### src/hdl/frame_rx_settings.svh
`ifndef FRAME_RX_SETTINGS_SVH
`define FRAME_RX_SETTINGS_SVH

// Frame layout constants

// Start-of-frame marker byte
`define FRAME_SOF 8'hA5

// Largest legal value of the length byte
`define FRAME_MAX_PAYLOAD 16

// Idle cycles inside a frame before it is dropped
`define FRAME_BYTE_TIMEOUT 64

// CRC8 parameters
// x^8 + x^2 + x + 1, MSB first
`define CRC8_POLY 8'h07

// Seed value at start of every frame
`define CRC8_INIT 8'h00

`endif

### src/hdl/frame_rx_pkg.sv
package frame_rx_pkg;

    // One byte of the UART stream
    typedef logic [7:0] byte_t;

    // Running or received CRC8 value
    typedef logic [7:0] crc_t;

    // Payload length or remaining count, 0 to 16
    typedef logic [4:0] len_t;

    // Index into the payload buffer
    typedef logic [3:0] addr_t;

    // Inter-byte idle timer, wide enough to reach the timeout
    typedef logic [6:0] tmr_t;

    // Result code reported with frame_err
    typedef enum logic [1:0] {
        err_none,
        err_crc,
        err_len,
        err_timeout
    } err_code_t;

    // Frame parser states
    typedef enum logic [2:0] {
        st_idle,
        st_cmd,
        st_len,
        st_payload,
        st_crc
    } parser_state_t;

endpackage

### src/hdl/frame_rx_if.sv
`timescale 1ns/1ps

// Parser to CRC register
interface crc_if;
    // Fold data into the running CRC
    logic update;
    // Back to the seed value, wins over update
    logic clear;
    // Byte to fold in
    frame_rx_pkg::byte_t data;
    // Current CRC register value
    frame_rx_pkg::crc_t crc;

    modport fsm (
        output update,
        output clear,
        output data,
        input  crc
    );

    modport calc (
        input  update,
        input  clear,
        input  data,
        output crc
    );
endinterface

// Parser to payload counter and idle timer
interface count_if;
    // Load remaining count from len
    logic load;
    frame_rx_pkg::len_t len;
    // One payload byte consumed
    logic step;
    // Inside a frame, timer may run
    logic run;
    // Remaining count is zero
    logic done;
    // Too many idle cycles since last load or step
    logic timeout;

    modport fsm (
        output load,
        output len,
        output step,
        output run,
        input  done,
        input  timeout
    );

    modport cnt (
        input  load,
        input  len,
        input  step,
        input  run,
        output done,
        output timeout
    );
endinterface

### src/hdl/crc8_calc.sv
`timescale 1ns/1ps
`include "frame_rx_settings.svh"

module crc8_calc (
    input  logic clk,
    input  logic reset,
    crc_if.calc  crc
);

    // CRC register and its value after one more byte
    frame_rx_pkg::crc_t crc_reg;
    frame_rx_pkg::crc_t crc_next;

    // Byte-wise update, MSB first
    // Loop unrolls into eight shift and conditional XOR stages
    always_comb begin
        crc_next = crc_reg ^ crc.data;
        for (int i = 0; i < 8; i++) begin
            // Top bit set means the polynomial divides in
            if (crc_next[7]) begin
                crc_next = (crc_next << 1) ^ `CRC8_POLY;
            end else begin
                crc_next = crc_next << 1;
            end
        end
    end

    // Register update
    // Clear beats update, otherwise hold
    always_ff @(posedge clk) begin
        if (reset || crc.clear) begin
            crc_reg <= `CRC8_INIT;
        end else if (crc.update) begin
            crc_reg <= crc_next;
        end
    end

    // Parser compares against this one cycle after the last update
    assign crc.crc = crc_reg;

endmodule

### src/hdl/frame_counter.sv
`timescale 1ns/1ps
`include "frame_rx_settings.svh"

module frame_counter (
    input  logic clk,
    input  logic reset,
    count_if.cnt cnt
);

    // Payload bytes still expected
    frame_rx_pkg::len_t remaining;

    // Idle cycles since the last load or step
    frame_rx_pkg::tmr_t idle_tmr;

    // Timeout threshold at timer width
    localparam frame_rx_pkg::tmr_t TMR_LIMIT = frame_rx_pkg::tmr_t'(`FRAME_BYTE_TIMEOUT);

    // Remaining payload count
    always_ff @(posedge clk) begin
        if (reset) begin
            remaining <= '0;
        end else if (cnt.load) begin
            remaining <= cnt.len;
        end else if (cnt.step && remaining != '0) begin
            // Never wraps below zero
            remaining <= remaining - frame_rx_pkg::len_t'(1);
        end
    end

    // Idle timer
    always_ff @(posedge clk) begin
        if (reset) begin
            idle_tmr <= '0;
        end else if (!cnt.run) begin
            // Outside a frame, hold at zero
            idle_tmr <= '0;
        end else if (cnt.load || cnt.step) begin
            // Byte activity restarts the count
            idle_tmr <= '0;
        end else if (idle_tmr != TMR_LIMIT) begin
            idle_tmr <= idle_tmr + frame_rx_pkg::tmr_t'(1);
        end
    end

    // Status straight from the registers
    assign cnt.done    = (remaining == '0);
    assign cnt.timeout = (idle_tmr == TMR_LIMIT);

endmodule

### src/hdl/frame_parser_fsm.sv
`timescale 1ns/1ps
`include "frame_rx_settings.svh"

module frame_parser_fsm (
    input  logic                    clk,
    input  logic                    reset,
    input  logic                    byte_valid,
    input  frame_rx_pkg::byte_t     byte_data,
    crc_if.fsm                      crc,
    count_if.fsm                    cnt,
    output logic                    buf_wr_en,
    output frame_rx_pkg::addr_t     buf_wr_addr,
    output logic                    frame_ok,
    output logic                    frame_err,
    output frame_rx_pkg::err_code_t err_code,
    output frame_rx_pkg::byte_t     frame_cmd,
    output frame_rx_pkg::len_t      frame_len
);

    frame_rx_pkg::parser_state_t state;

    // Fields of the frame in progress
    frame_rx_pkg::byte_t cmd_q;
    frame_rx_pkg::len_t  len_q;
    frame_rx_pkg::addr_t wr_ptr;

    // Per-byte decode of the current cycle
    logic abort;
    logic sof_byte;
    logic cmd_byte;
    logic len_byte;
    logic data_byte;
    logic crc_byte;
    logic len_bad;
    logic crc_match;
    logic pulse_now;
    frame_rx_pkg::err_code_t next_code;

    // Timeout ends any frame in progress, idle ignores it
    assign abort = cnt.timeout && (state != frame_rx_pkg::st_idle);

    // Anything other than the start byte is dropped in idle
    assign sof_byte = byte_valid && (state == frame_rx_pkg::st_idle)
                      && (byte_data == `FRAME_SOF);
    assign cmd_byte = byte_valid && !abort && (state == frame_rx_pkg::st_cmd);
    assign len_byte = byte_valid && !abort && (state == frame_rx_pkg::st_len);

    // Payload until the counter runs out
    assign data_byte = byte_valid && !abort && (state == frame_rx_pkg::st_payload)
                       && !cnt.done;

    // CRC byte may land right after the last payload byte
    assign crc_byte = byte_valid && !abort
                      && ((state == frame_rx_pkg::st_crc)
                      || ((state == frame_rx_pkg::st_payload) && cnt.done));

    assign len_bad   = (byte_data > `FRAME_MAX_PAYLOAD);
    assign crc_match = (byte_data == crc.crc);

    // Every way a frame can end in this cycle
    assign pulse_now = abort || crc_byte || (len_byte && len_bad);

    // Timeout wins, then length, then CRC check
    always_comb begin
        if (abort) begin
            next_code = frame_rx_pkg::err_timeout;
        end else if (len_byte && len_bad) begin
            next_code = frame_rx_pkg::err_len;
        end else if (crc_byte && !crc_match) begin
            next_code = frame_rx_pkg::err_crc;
        end else begin
            next_code = frame_rx_pkg::err_none;
        end
    end

    // Strobes to the CRC register
    assign crc.clear  = sof_byte;
    assign crc.update = cmd_byte || len_byte || data_byte;
    assign crc.data   = byte_data;

    // Strobes to the counter
    assign cnt.load = len_byte && !len_bad;
    assign cnt.len  = frame_rx_pkg::len_t'(byte_data);
    assign cnt.step = data_byte;
    assign cnt.run  = (state != frame_rx_pkg::st_idle);

    // Payload goes to the buffer as it arrives
    assign buf_wr_en   = data_byte;
    assign buf_wr_addr = wr_ptr;

    // State, pointer and result pulses
    always_ff @(posedge clk) begin
        if (reset) begin
            state     <= frame_rx_pkg::st_idle;
            wr_ptr    <= '0;
            frame_ok  <= 1'b0;
            frame_err <= 1'b0;
            err_code  <= frame_rx_pkg::err_none;
        end else begin
            frame_ok  <= crc_byte && crc_match;
            frame_err <= pulse_now && (next_code != frame_rx_pkg::err_none);
            if (pulse_now) begin
                err_code <= next_code;
            end
            if (len_byte) begin
                wr_ptr <= '0;
            end else if (data_byte) begin
                wr_ptr <= wr_ptr + frame_rx_pkg::addr_t'(1);
            end
            if (abort) begin
                state <= frame_rx_pkg::st_idle;
            end else begin
                case (state)
                    frame_rx_pkg::st_idle: begin
                        if (sof_byte) begin
                            state <= frame_rx_pkg::st_cmd;
                        end
                    end
                    frame_rx_pkg::st_cmd: begin
                        if (cmd_byte) begin
                            state <= frame_rx_pkg::st_len;
                        end
                    end
                    frame_rx_pkg::st_len: begin
                        // Oversize length drops the frame
                        if (len_byte) begin
                            state <= len_bad ? frame_rx_pkg::st_idle
                                             : frame_rx_pkg::st_payload;
                        end
                    end
                    frame_rx_pkg::st_payload: begin
                        // Done already high for a zero-length frame
                        if (crc_byte) begin
                            state <= frame_rx_pkg::st_idle;
                        end else if (cnt.done) begin
                            state <= frame_rx_pkg::st_crc;
                        end
                    end
                    frame_rx_pkg::st_crc: begin
                        if (crc_byte) begin
                            state <= frame_rx_pkg::st_idle;
                        end
                    end
                    default: begin
                        state <= frame_rx_pkg::st_idle;
                    end
                endcase
            end
        end
    end

    // Header fields, published with each result pulse
    always_ff @(posedge clk) begin
        if (cmd_byte) begin
            cmd_q <= byte_data;
        end
        if (len_byte) begin
            len_q <= frame_rx_pkg::len_t'(byte_data);
        end
        if (pulse_now) begin
            frame_cmd <= cmd_q;
            // Length error reports the low bits of the byte just seen
            frame_len <= len_byte ? frame_rx_pkg::len_t'(byte_data) : len_q;
        end
    end

endmodule

### src/hdl/payload_buffer.sv
`timescale 1ns/1ps
`include "frame_rx_settings.svh"

module payload_buffer (
    input  logic                clk,
    input  logic                wr_en,
    input  frame_rx_pkg::addr_t wr_addr,
    input  frame_rx_pkg::byte_t wr_data,
    input  frame_rx_pkg::addr_t rd_addr,
    output frame_rx_pkg::byte_t rd_data
);

    // One entry per possible payload byte
    frame_rx_pkg::byte_t mem [`FRAME_MAX_PAYLOAD];

    // Write port, filled in order as payload arrives
    always_ff @(posedge clk) begin
        if (wr_en) begin
            mem[wr_addr] <= wr_data;
        end
    end

    // Asynchronous read for the bridge side
    // Old frame stays readable until new payload overwrites it
    assign rd_data = mem[rd_addr];

endmodule

### src/hdl/uart_frame_rx.sv
`timescale 1ns/1ps

module uart_frame_rx (
    input  logic                    clk,
    input  logic                    reset,
    // Byte stream from the UART receiver
    input  logic                    byte_valid,
    input  frame_rx_pkg::byte_t     byte_data,
    // Payload read-back for the bridge
    input  frame_rx_pkg::addr_t     rd_addr,
    output frame_rx_pkg::byte_t     rd_data,
    // Frame result
    output logic                    frame_ok,
    output logic                    frame_err,
    output frame_rx_pkg::err_code_t err_code,
    output frame_rx_pkg::byte_t     frame_cmd,
    output frame_rx_pkg::len_t      frame_len
);

    // Internal buses
    crc_if   crc_bus ();
    count_if cnt_bus ();

    // Buffer write path from the parser
    logic                buf_wr_en;
    frame_rx_pkg::addr_t buf_wr_addr;

    // Running CRC over command, length and payload
    crc8_calc u_crc (
        .clk   (clk),
        .reset (reset),
        .crc   (crc_bus.calc)
    );

    // Payload count and inter-byte timer
    frame_counter u_counter (
        .clk   (clk),
        .reset (reset),
        .cnt   (cnt_bus.cnt)
    );

    // Payload storage, data taken straight off the stream
    payload_buffer u_buffer (
        .clk     (clk),
        .wr_en   (buf_wr_en),
        .wr_addr (buf_wr_addr),
        .wr_data (byte_data),
        .rd_addr (rd_addr),
        .rd_data (rd_data)
    );

    // Frame state machine
    frame_parser_fsm u_parser (
        .clk         (clk),
        .reset       (reset),
        .byte_valid  (byte_valid),
        .byte_data   (byte_data),
        .crc         (crc_bus.fsm),
        .cnt         (cnt_bus.fsm),
        .buf_wr_en   (buf_wr_en),
        .buf_wr_addr (buf_wr_addr),
        .frame_ok    (frame_ok),
        .frame_err   (frame_err),
        .err_code    (err_code),
        .frame_cmd   (frame_cmd),
        .frame_len   (frame_len)
    );

endmodule

### config.mk
export PLATFORM = sky130hd
export DESIGN_NAME = uart_frame_rx
export DESIGN_NICKNAME = d
export VERILOG_FILES = /design/src/hdl/frame_rx_pkg.sv /design/src/hdl/frame_rx_if.sv /design/src/hdl/crc8_calc.sv /design/src/hdl/frame_counter.sv /design/src/hdl/frame_parser_fsm.sv /design/src/hdl/payload_buffer.sv /design/src/hdl/uart_frame_rx.sv
export VERILOG_INCLUDE_DIRS = /design/src /design/src/hdl
export SDC_FILE = /design/constraint.sdc
export NUM_CORES = 1
export LEC_CHECK = 0
export BUFFER_PORTS_ARGS = -buffer_cell sky130_fd_sc_hd__buf_4
export CAP_MARGIN = 20
export CORE_MARGIN = 4
export CORE_UTILIZATION = 40
export DETAILED_ROUTE_END_ITERATION = 8
export PLACE_DENSITY = 0.66
export SLEW_MARGIN = 20
export SYNTH_ARGS = -nofsm -noshare
export SYNTH_HDL_FRONTEND = slang
export SYNTH_HIERARCHICAL = 1
export SYNTH_SLANG_ARGS = --single-unit
### constraint.sdc
create_clock -name clk -period 5.25 [get_ports clk]
set_input_delay 0.525 -clock clk [delete_from_list [all_inputs] [get_ports clk]]
set_output_delay 0.525 -clock clk [all_outputs]
set_load 0.02 [all_outputs]
==> impl_metrics.env, run 1 <==
export IMPL_via_per_inst=5.30
export IMPL_syn_area_per_cell_sq_um=15.9
export IMPL_reg2reg_from="u_counter/idle_tmr[0]"
export IMPL_fin_crit_sh_pct=69.3
export IMPL_multiInputGateArea_sq_um=2450
export IMPL_drc=0
export IMPL_synth_seq_cells=185
export IMPL_syn_cell_area_sq_um=7910
export IMPL_peakVddDrop_mv=0.214
export IMPL_critPathLaunchType="register"
export IMPL_synth_cell_types=68
export IMPL_cp_max_fo=14
export IMPL_fp_coreArea_sq_um=19500
export IMPL_die_area_sq_um=22100
export IMPL_num_rows=51
export IMPL_grtUsageTotal_pct=14.8
export IMPL_synth_top_family_by_area="multiplexers"
export IMPL_clock_tree_root_cell="clkbuf_16"
export IMPL_yosysWarnings=6
export IMPL_r2r_end="u_buffer/mem[0][4]"
export IMPL_synth_xor_xnor_area_share_pct=5.19
export IMPL_rsz0062_at_grt="no"
export IMPL_muxShareOfSynthArea_pct=9.91
export IMPL_reg2reg_slack_ns=1.61
export IMPL_drtIter0Drc=313
export IMPL_cts_sinks=185
export IMPL_drv_cap=0
export IMPL_fillCellCount=1674
export IMPL_synthesis_nets=515
export IMPL_vias=4238
export IMPL_tightest_slew_ns=1.08
export IMPL_yosys_area_share_simple_pct=8.97
export IMPL_setup_tns_final_ns=0
export IMPL_clkTransAtPathRegs_ns=0.07
export IMPL_die_y_um=149
export IMPL_met1_usage_pct=18.7
export IMPL_hold_violations=0
export IMPL_ff_latch_area_sq_um=5190
export IMPL_dp_cells=768
export IMPL_finalNetCount=541
export IMPL_ios=40
export IMPL_cp_required_ns=5.30
export IMPL_critPathKind="register to register"
export IMPL_synth_compound_gate_area_share_pct=5.92
export IMPL_fmax_mhz=275
export IMPL_largest_register="u_buffer/mem"
export IMPL_synth_fa_ha_area_share_pct=0.760
export IMPL_antenna_found_initial=0
export IMPL_outcome="completed"
export IMPL_die_w_um=149
export IMPL_holdPathEnd="u_parser/frame_cmd[7]"
export IMPL_synthArstFlopShare_pct=0
export IMPL_tritoncts="yes"
export IMPL_cts_buffer_depth=2
export IMPL_cp_arrival_ns=3.69
export IMPL_cts_made_buffers=17
export IMPL_layout_common_cells="edfxtp_1, buf_4, nand2_1, dfxtp_1, nor2_1"
export IMPL_place_congestion=0.812
export IMPL_htree_levels=4
export IMPL_grt_pass1_wl_um=24400
export IMPL_grt_max_degree=33
export IMPL_powerDensity_nw_per_um2=338
export IMPL_cts_setup_buffers=0
export IMPL_met3_usage_pct=4.36
export IMPL_hp_start="u_parser/cmd_q[7]"
export IMPL_yosysSeqAreaShare_pct=65.7
export IMPL_slew_headroom_pct=27.6
export IMPL_finalCriticalPeriod_ns=3.64
export IMPL_drt_wl_total_um=15600
export IMPL_hold_depth=0
export IMPL_place_port_buffers=39
export IMPL_firstDrtPassIters=5
export IMPL_diodes=0
export IMPL_ant_nets=0
export IMPL_first_global_vias=4358
export IMPL_layout_commonest_cell="edfxtp_1"
export IMPL_holdBufCountCts=0
export IMPL_hold_class="register to register"
export IMPL_drv_slew=0
export IMPL_post_drt_wl_per_cell_um=19.5
export IMPL_cp_end_kind="register"
export IMPL_setup_violations=0
export IMPL_hpwl_um=9930
export IMPL_reg2reg_depth=9
export IMPL_grtUsageMet2_pct=24.8
export IMPL_syn_inst=496
export IMPL_instances_no_fill=800
export IMPL_syn2layout_area_growth_pct=12.6
export IMPL_overflow=0
export IMPL_yosys_most_used_dff="edfxtp_1"
export IMPL_cts_resized=0
export IMPL_busiest_layer="met2"
export IMPL_largest_reg_flops=128
export IMPL_skew_ns=0.0128
export IMPL_initial_utilization_pct=40.6
export IMPL_layout_drive_gt1_share_pct=19.8
export IMPL_fin_hold_ws_ns=0.419
export IMPL_p_leak_uw=0.00298
export IMPL_synth_edf_count=149
export IMPL_clock_latency_ns=0.43
power breakdown:
part | total [uW] | switching, uW | leakage, uW | internal (uW)
registers | 1600 | 4.79 | 0.00163 | 1600
clock network | 1240 | 564 | 0.000282 | 672
logic | 173 | 101 | 0.00107 | 72.3
total | 3010 | 669 | 0.00298 | 2340
cell type report:
cell class / count / share of cell area [%]
repair buffers: 40 / 3.37
flip-flops and latches: 185 / 58.4
multi-input cells: 268 / 27.5
inverters: 10 / 0.422
clock inverters: 15 / 1.81
well taps: 265 / 3.72
clock buffers: 17 / 4.78
cell families after synthesis:
family / after synthesis
compound gates: 63
xor+xnor: 34
fa+ha+maj: 5
buf+inv: 43
flops: 185
mux: 33
simple gates: 133
metrics by stage:
step / area (sq um) / worst slack, ns / util [%] / total power (uW)
after global routing: 8900 / 1.37 / 45.7 / 3120
after global placement: 8300 / 1.83 / 42.6 / 1800
after detailed placement: 8300 / 1.59 / 42.6 / 1810
final: 8900 / 1.61 / 45.7 / 3010
after floorplan: 7910 / 2.02 / - / 1750
after CTS: 8890 / 1.60 / 45.7 / 3040
critical path, cell delays in order (launching register included):
cell,delay [ns]
dfxtp_1,0.42
inv_1,0.07
ha_1,0.19
nand2b_1,0.17
nor2_1,0.14
or3b_1,0.50
nor3_2,0.19
buf_4,0.24
or3b_2,0.50
nor3_1,0.84
cells in the mapped netlist (3+ instances only):
cell | count | area share (%)
nor2_1 | 27 | 1.3
nand3_1 | 6 | 0.38
or3_1 | 10 | 0.79
xnor2_1 | 13 | 1.4
ha_1 | 4 | 0.63
buf_4 | 15 | 1.4
nand2_1 | 36 | 1.7
a22oi_1 | 16 | 1.5
nor4_1 | 5 | 0.40
buf_6 | 5 | 0.71
inv_1 | 10 | 0.47
mux4_1 | 14 | 4.7
nand2b_1 | 3 | 0.24
xnor3_1 | 6 | 1.7
clkdlybuf4s25_2 | 3 | 0.38
a21oi_1 | 11 | 0.70
a211oi_1 | 3 | 0.28
o21ai_0 | 11 | 0.70
xor2_1 | 12 | 1.3
nor3_1 | 17 | 1.1
edfxtp_1 | 149 | 57
buf_2 | 4 | 0.25
clkbuf_1 | 5 | 0.24
dfxtp_1 | 36 | 9.1
mux4_2 | 18 | 5.1
routing by layer:
layer,vias up,wire [um]
met4,0,159
met5,-,0
li1,1975,-
met2,112,8030
met3,14,825
met1,2137,6600
worst max path at each step:
| stage | slack, ns | start | endpoint | cells past startpoint |
|---|---|---|---|---|
| after floorplan | 2.02 | u_counter/idle_tmr[0] | u_buffer/mem[0][0] | 9 |
| after global placement | 1.83 | u_counter/idle_tmr[0] | u_buffer/mem[0][5] | 9 |
| after detailed placement | 1.59 | u_counter/idle_tmr[0] | u_buffer/mem[0][4] | 9 |
| after CTS | 1.60 | u_counter/idle_tmr[0] | u_buffer/mem[0][4] | 9 |
| after global routing | 1.37 | u_counter/idle_tmr[0] | u_buffer/mem[0][4] | 9 |
| final | 1.61 | u_counter/idle_tmr[0] | u_buffer/mem[0][4] | 9 |
No activity file was read; power rests on OpenSTA's default activity.
==> run 2: changes to the inputs <==
--- a/config.mk
+++ b/config.mk
@@ -11,7 +11,7 @@
 export CORE_MARGIN = 4
 export CORE_UTILIZATION = 40
 export DETAILED_ROUTE_END_ITERATION = 8
-export PLACE_DENSITY = 0.66
+export PLACE_DENSITY = 0.68
 export SLEW_MARGIN = 20
 export SYNTH_ARGS = -nofsm -noshare
 export SYNTH_HDL_FRONTEND = slang
==> constraint.sdc (replaced) <==
create_clock -name clk -period 3.2 [get_ports clk]
set_input_delay 0.32 -clock clk [delete_from_list [all_inputs] [get_ports clk]]
set_output_delay 0.32 -clock clk [all_outputs]
set_load 0.02 [all_outputs]
==> run 2 against run 1 <==
  * Sequential share of layout area decreased by 1.4 points
  * Final area increased by 2.5%
  * Critical endpoint is now u_counter/idle_tmr[5]
  * Cell count increased by 3.3%
  * Register-to-register slack got worse by 1.4 ns
==> impl_metrics.env, run 2 (synthesis gave the netlist of run 1 again) <==
export IMPL_critPathLaunchType="register"
export IMPL_cp_required_ns=3.56
export IMPL_syn2layout_area_growth_pct=15.4
export IMPL_initial_utilization_pct=40.6
export IMPL_slew_headroom_pct=53.1
export IMPL_ios=40
export IMPL_post_drt_wl_per_cell_um=19.5
export IMPL_skew_ns=0.00877
export IMPL_vias=4479
export IMPL_fmax_mhz=336
export IMPL_largest_register="u_buffer/mem"
export IMPL_p_switching_uw=1050
export IMPL_fp_coreArea_sq_um=19500
export IMPL_cts_buffer_depth=2
export IMPL_setup_tns_final_ns=0
export IMPL_fin_crit_sh_pct=92.9
export IMPL_place_port_buffers=39
export IMPL_die_y_um=149
export IMPL_finalCriticalPeriod_ns=2.97
export IMPL_p_int_uw=4060
export IMPL_cts_sinks=185
export IMPL_switching_share_pct=20.6
export IMPL_ant_nets=0
export IMPL_met3_usage_pct=3.47
export IMPL_holdBufCountCts=0
export IMPL_rsz0062_at_grt="no"
export IMPL_drv_slew=0
export IMPL_layout_commonest_cell="edfxtp_1"
export IMPL_tightest_slew_ns=0.697
export IMPL_place_congestion=0.840
export IMPL_busiest_layer="met2"
export IMPL_cp_end_kind="register"
export IMPL_grtUsageTotal_pct=15.3
export IMPL_clock_tree_root_cell="clkbuf_16"
export IMPL_worst_slack_ns=0.227
export IMPL_drtIter0Drc=333
export IMPL_die_area_sq_um=22100
export IMPL_layout_drive_gt1_share_pct=22.8
export IMPL_p_leak_uw=0.00311
export IMPL_htree_levels=4
export IMPL_layout_common_cells="edfxtp_1, buf_4, nand2_1, dfxtp_1, nor2_1"
export IMPL_clock_latency_ns=0.43
export IMPL_post_place_ws_ns=0.294
export IMPL_finalNetCount=567
export IMPL_drt_wl_total_um=16100
export IMPL_largest_reg_flops=128
export IMPL_overflow=0
export IMPL_drv_cap=0
export IMPL_first_global_vias=4565
export IMPL_grtUsageMet2_pct=24.4
export IMPL_firstDrtPassIters=6
export IMPL_hold_violations=0
export IMPL_diodes=0
export IMPL_cp_arrival_ns=3.33
export IMPL_drc=0
export IMPL_critPathKind="register to register"
export IMPL_hold_class="input port to register"
export IMPL_cts_setup_buffers=0
export IMPL_grt_pass1_wl_um=25500
export IMPL_tritoncts="yes"
export IMPL_hpwl_um=10500
export IMPL_sequentialPowerShare_pct=51.4
export IMPL_via_per_inst=5.42
export IMPL_cp_max_fo=13
export IMPL_cts_resized=0
export IMPL_outcome="completed"
export IMPL_combPwrFrac_pct=5.7
export IMPL_clockPowerShare_pct=42.8
export IMPL_fin_total_pwr_uw=5110
export IMPL_grt_max_degree=33
export IMPL_peakVddDrop_mv=0.366
export IMPL_die_w_um=149
export IMPL_num_rows=51
export IMPL_met1_usage_pct=20.4
export IMPL_powerDensity_nw_per_um2=560
export IMPL_clkTransAtPathRegs_ns=0.07
export IMPL_setup_violations=0
export IMPL_antenna_found_initial=0
export IMPL_final_util_pct=46.9
export IMPL_cts_made_buffers=17
run 2: layer usage:
| metal | wire (um) | part of all wire, % | vias up |
|---|---|---|---|
| met5 | 0 | 0 | - |
| met3 | 866 | 5.4 | 27 |
| li1 | - | - | 2032 |
| met4 | 339 | 2.1 | 0 |
| met1 | 6940 | 43 | 2274 |
| met2 | 7940 | 49 | 146 |
run 2: metrics by stage:
stage,std cells,hold WS (ns),area [sq um]
final,826,0.226,9120
after CTS,826,0.208,9120
after global routing,826,0.220,9120
after floorplan,496,0.388,7910
after global placement,794,0.404,8500
after detailed placement,794,0.405,8500
run 2: final cells by class:
cell class                      instances  area [sq um]
Clock buffer                           19           433
Clock inverter                         13           193
Fill cell                            1640         10300
Inverter                               10          37.5
Multi-Input combinational cell        268          2440
Sequential cell                       185          5190
Tap cell                              265           332
Timing Repair Buffer                   66           495
run 2: final timing paths:
| path | endpoint | start | cells past startpoint | slack [ns] |
|---|---|---|---|---|
| setup / recovery | u_counter/idle_tmr[5] | u_counter/idle_tmr[2] | 8 | 0.23 |
| hold / removal | u_parser/err_code[1] | reset | 2 | 0.23 |
| setup reg to reg | u_counter/idle_tmr[5] | u_counter/idle_tmr[2] | 8 | 0.23 |
| hold reg to reg | u_parser/frame_cmd[6] | u_parser/cmd_q[6] | 0 | 0.42 |
run 2: critical path: stages (launching register included):
cell      delay [ns]
dfxtp_1         0.36
or4b_4          0.59
nor2_1          0.31
or3b_1          0.31
nor3_2          0.08
buf_4           0.19
or4b_1          0.61
o21bai_1        0.26
a21oi_1         0.17
run 2: power groups by stage:
stage                     sequential, uW  combinational, uW  clock, uW
after floorplan                     2680                191          0
final                               2630                293       2190
after global routing                2630                320       2330
after global placement              2680                283          0
after CTS                           2630                297       2230
after detailed placement            2680                294          0
==> run 3: changes to the inputs <==
--- a/config.mk
+++ b/config.mk
@@ -15,5 +15,4 @@
 export SLEW_MARGIN = 20
 export SYNTH_ARGS = -nofsm -noshare
 export SYNTH_HDL_FRONTEND = slang
-export SYNTH_HIERARCHICAL = 1
 export SYNTH_SLANG_ARGS = --single-unit
==> run 3 against run 2 <==
  * First-iteration DRC count rose by 19%
  * Flip-flop and latch count did not move
  * Global-route usage fell by 0.16 points
  * Final area fell by 2.7%
  * Sequential share of layout area rose by 1.6 points
  * Via count fell by 5.7%
  * Clock skew rose by 0.0021 ns
  * Count of clock-buffer cells in the layout fell by 2
  * Total power fell by 4.8%
  * Die area fell by 3.1%
  * Area after synthesis fell by 3.3%
  * Fmax rose by 11%
==> impl_metrics.env, run 3 <==
export IMPL_outcome="completed"
export IMPL_grtUsageTotal_pct=15.1
export IMPL_grt_max_degree=33
export IMPL_cts_resized=0
export IMPL_tightest_slew_ns=0.862
export IMPL_cts_made_buffers=17
export IMPL_overflow=0
export IMPL_cp_required_ns=3.26
export IMPL_syn_area_per_cell_sq_um=16.7
export IMPL_slew_headroom_pct=42.6
export IMPL_cts_buffer_depth=2
export IMPL_multiInputGateArea_sq_um=2300
export IMPL_drtIter0Drc=395
export IMPL_cpMostUsedCell="nor2_1"
export IMPL_place_congestion=0.806
export IMPL_dpl_cell_area_sq_um=8300
export IMPL_syn_cell_area_sq_um=7640
export IMPL_cpPeakStageDelay_ns=0.61
export IMPL_syn_inst=459
export IMPL_via_per_inst=5.53
export IMPL_final_util_pct=47.3
export IMPL_clock_tree_root_cell="clkbuf_16"
export IMPL_setup_violations=0
export IMPL_reg2reg_from="u_counter.remaining[0]"
export IMPL_yosys_most_used_dff="edfxtp_1"
export IMPL_drv_slew=0
export IMPL_fp_coreArea_sq_um=18800
export IMPL_synthesis_nets=485
export IMPL_finalCriticalPeriod_ns=2.68
export IMPL_first_global_vias=4276
export IMPL_layout_commonest_cell="edfxtp_1"
export IMPL_htree_levels=4
export IMPL_synth_top_area_share_pct=58.5
export IMPL_cp_end_kind="register"
export IMPL_cts_setup_buffers=0
export IMPL_fillCellCount=1591
export IMPL_die_y_um=146
export IMPL_syn2layout_area_growth_pct=16.1
export IMPL_clkTransAtPathRegs_ns=0.07
export IMPL_synthTopCellsByArea="edfxtp_1, mux4_2, dfxtp_1"
export IMPL_ios=40
export IMPL_firstDrtPassIters=5
export IMPL_synth_seq_cells=185
export IMPL_fin_total_pwr_uw=4860
export IMPL_skew_ns=0.0109
export IMPL_reg2reg_depth=7
export IMPL_drt_wl_total_um=15700
export IMPL_design_area_sq_um=8870
export IMPL_cts_sinks=185
export IMPL_ff_latch_area_sq_um=5190
export IMPL_hpwl_um=10200
export IMPL_holdBufCountCts=0
export IMPL_cp_arrival_ns=2.74
export IMPL_synth_most_common_cell="edfxtp_1"
export IMPL_layout_common_cells="edfxtp_1, buf_4, mux4_2"
export IMPL_largest_register="u_buffer.mem"
export IMPL_post_drt_wl_per_cell_um=20.6
export IMPL_clock_latency_ns=0.43
export IMPL_grt_pass1_wl_um=24500
export IMPL_synth_edf_count=149
export IMPL_ant_nets=0
export IMPL_powerDensity_nw_per_um2=548
export IMPL_place_port_buffers=39
export IMPL_post_place_ws_ns=0.483
export IMPL_antenna_found_initial=0
export IMPL_reg2reg_slack_ns=0.52
export IMPL_worst_slack_ns=0.520
export IMPL_cp_slowest_cell="nor2_1"
export IMPL_largest_reg_flops=128
export IMPL_initial_utilization_pct=40.7
export IMPL_yosysWarnings=0
export IMPL_synth_cell_types=56
export IMPL_cp_max_fo=8
export IMPL_r2r_end="u_buffer.mem[10][7]"
export IMPL_num_rows=50
export IMPL_rsz0062_at_grt="no"
export IMPL_drc=0
export IMPL_layout_drive_gt1_share_pct=27.7
export IMPL_yosysTopAreaCell="edfxtp_1"
export IMPL_hold_class="input port to register"
export IMPL_setup_worst_path_start="u_counter.remaining[0]"
export IMPL_fmax_mhz=373
export IMPL_vias=4223
export IMPL_yosysSeqAreaShare_pct=68.0
export IMPL_critPathKind="register to register"
export IMPL_fin_crit_sh_pct=83.7
export IMPL_worstPathCellList="inv_1, ha_1, nor4b_2, or2b_1, nor2_1, nand2_1, nor2_1"
export IMPL_finalNetCount=543
export IMPL_synthArstFlopShare_pct=0
export IMPL_p_leak_uw=0.00291
export IMPL_die_area_sq_um=21400
export IMPL_endpoint="u_buffer.mem[10][7]"
export IMPL_synthTopCellsByCount="edfxtp_1, mux4_2, dfxtp_1, nor2_1, xnor2_1"
export IMPL_die_w_um=146
export IMPL_peakVddDrop_mv=0.327
export IMPL_drv_cap=0
export IMPL_hold_violations=0
export IMPL_critPathLaunchType="register"
export IMPL_setup_tns_final_ns=0
export IMPL_diodes=0
export IMPL_tritoncts="yes"
run 3: cell types whose count changed after synthesis, sizes merged, moves of 7 or more:
cell / before / now
xor2: 12 / 5
a21oi: 13 / 20
a22oi: 16 / 0
buf: 25 / 10
mux4: 32 / 40
nand2: 36 / 14
or3: 10 / 3
ha: 4 / 11
run 3: how the worst min path moves through the flow:
stage	startpoint	end	slack (ns)	cells past startpoint
2_1_floorplan	u_parser.cmd_q[0]	u_parser.frame_cmd[0]	0.40	0
5_1_grt	reset	u_counter.remaining[0]	0.18	2
3_5_place_dp	u_parser.cmd_q[0]	u_parser.frame_cmd[0]	0.40	0
4_1_cts	reset	u_counter.remaining[4]	0.14	2
3_3_place_gp	u_parser.cmd_q[6]	u_parser.frame_cmd[6]	0.40	0
6_report	reset	u_counter.remaining[0]	0.17	2
run 3: worst max-delay path, delay by kind of cell (launching register included):
| kind | cells | cell delay, ns |
|---|---|---|
| and+or+nand+nor | 5 | 1.62 |
| adders and majority gates | 1 | 0.20 |
| DFF | 1 | 0.39 |
| buffers and inverters | 1 | 0.10 |
run 3: final cells by class:
class / instances / area share (%)
clock buffer: 17 / 4.79
clock inverter: 15 / 1.73
inverter: 14 / 0.592
multi-input combinational: 239 / 26.0
sequential: 185 / 58.5
tap: 234 / 3.30
timing repair buffer: 60 / 5.08
run 3: stage by stage:
stage | std cells | hold slack, ns
6_report | 764 | 0.168
5_1_grt | 764 | 0.178
4_1_cts | 764 | 0.145
3_5_place_dp | 732 | 0.405
3_3_place_gp | 732 | 0.402
2_1_floorplan | 459 | 0.400
run 3: cell families after synthesis:
family                     synth area share (%)
DFF                                        68.0
adders and majority gates                  1.80
xor gates and xnor gates                   4.19
and+or+nand+nor                            7.50
buffers and inverters                      1.88
muxes                                      12.7
AOI/OAI and AO/OA                          4.01
run 3: layer usage:
layer | global-route usage, % | routed length, um | vias to the layer above
li1 | - | - | 1903
met1 | 20.4 | 6530 | 2124
met2 | 24.5 | 7820 | 180
met3 | 3.66 | 1200 | 16
met4 | 4.61 | 192 | 0
met5 | 0 | 0 | -
run 3: power breakdown:
part	switching (uW)	internal (uW)
Sequential	0.372	2590
Combinational	134	107
Clock	930	1100
Total	1060	3800
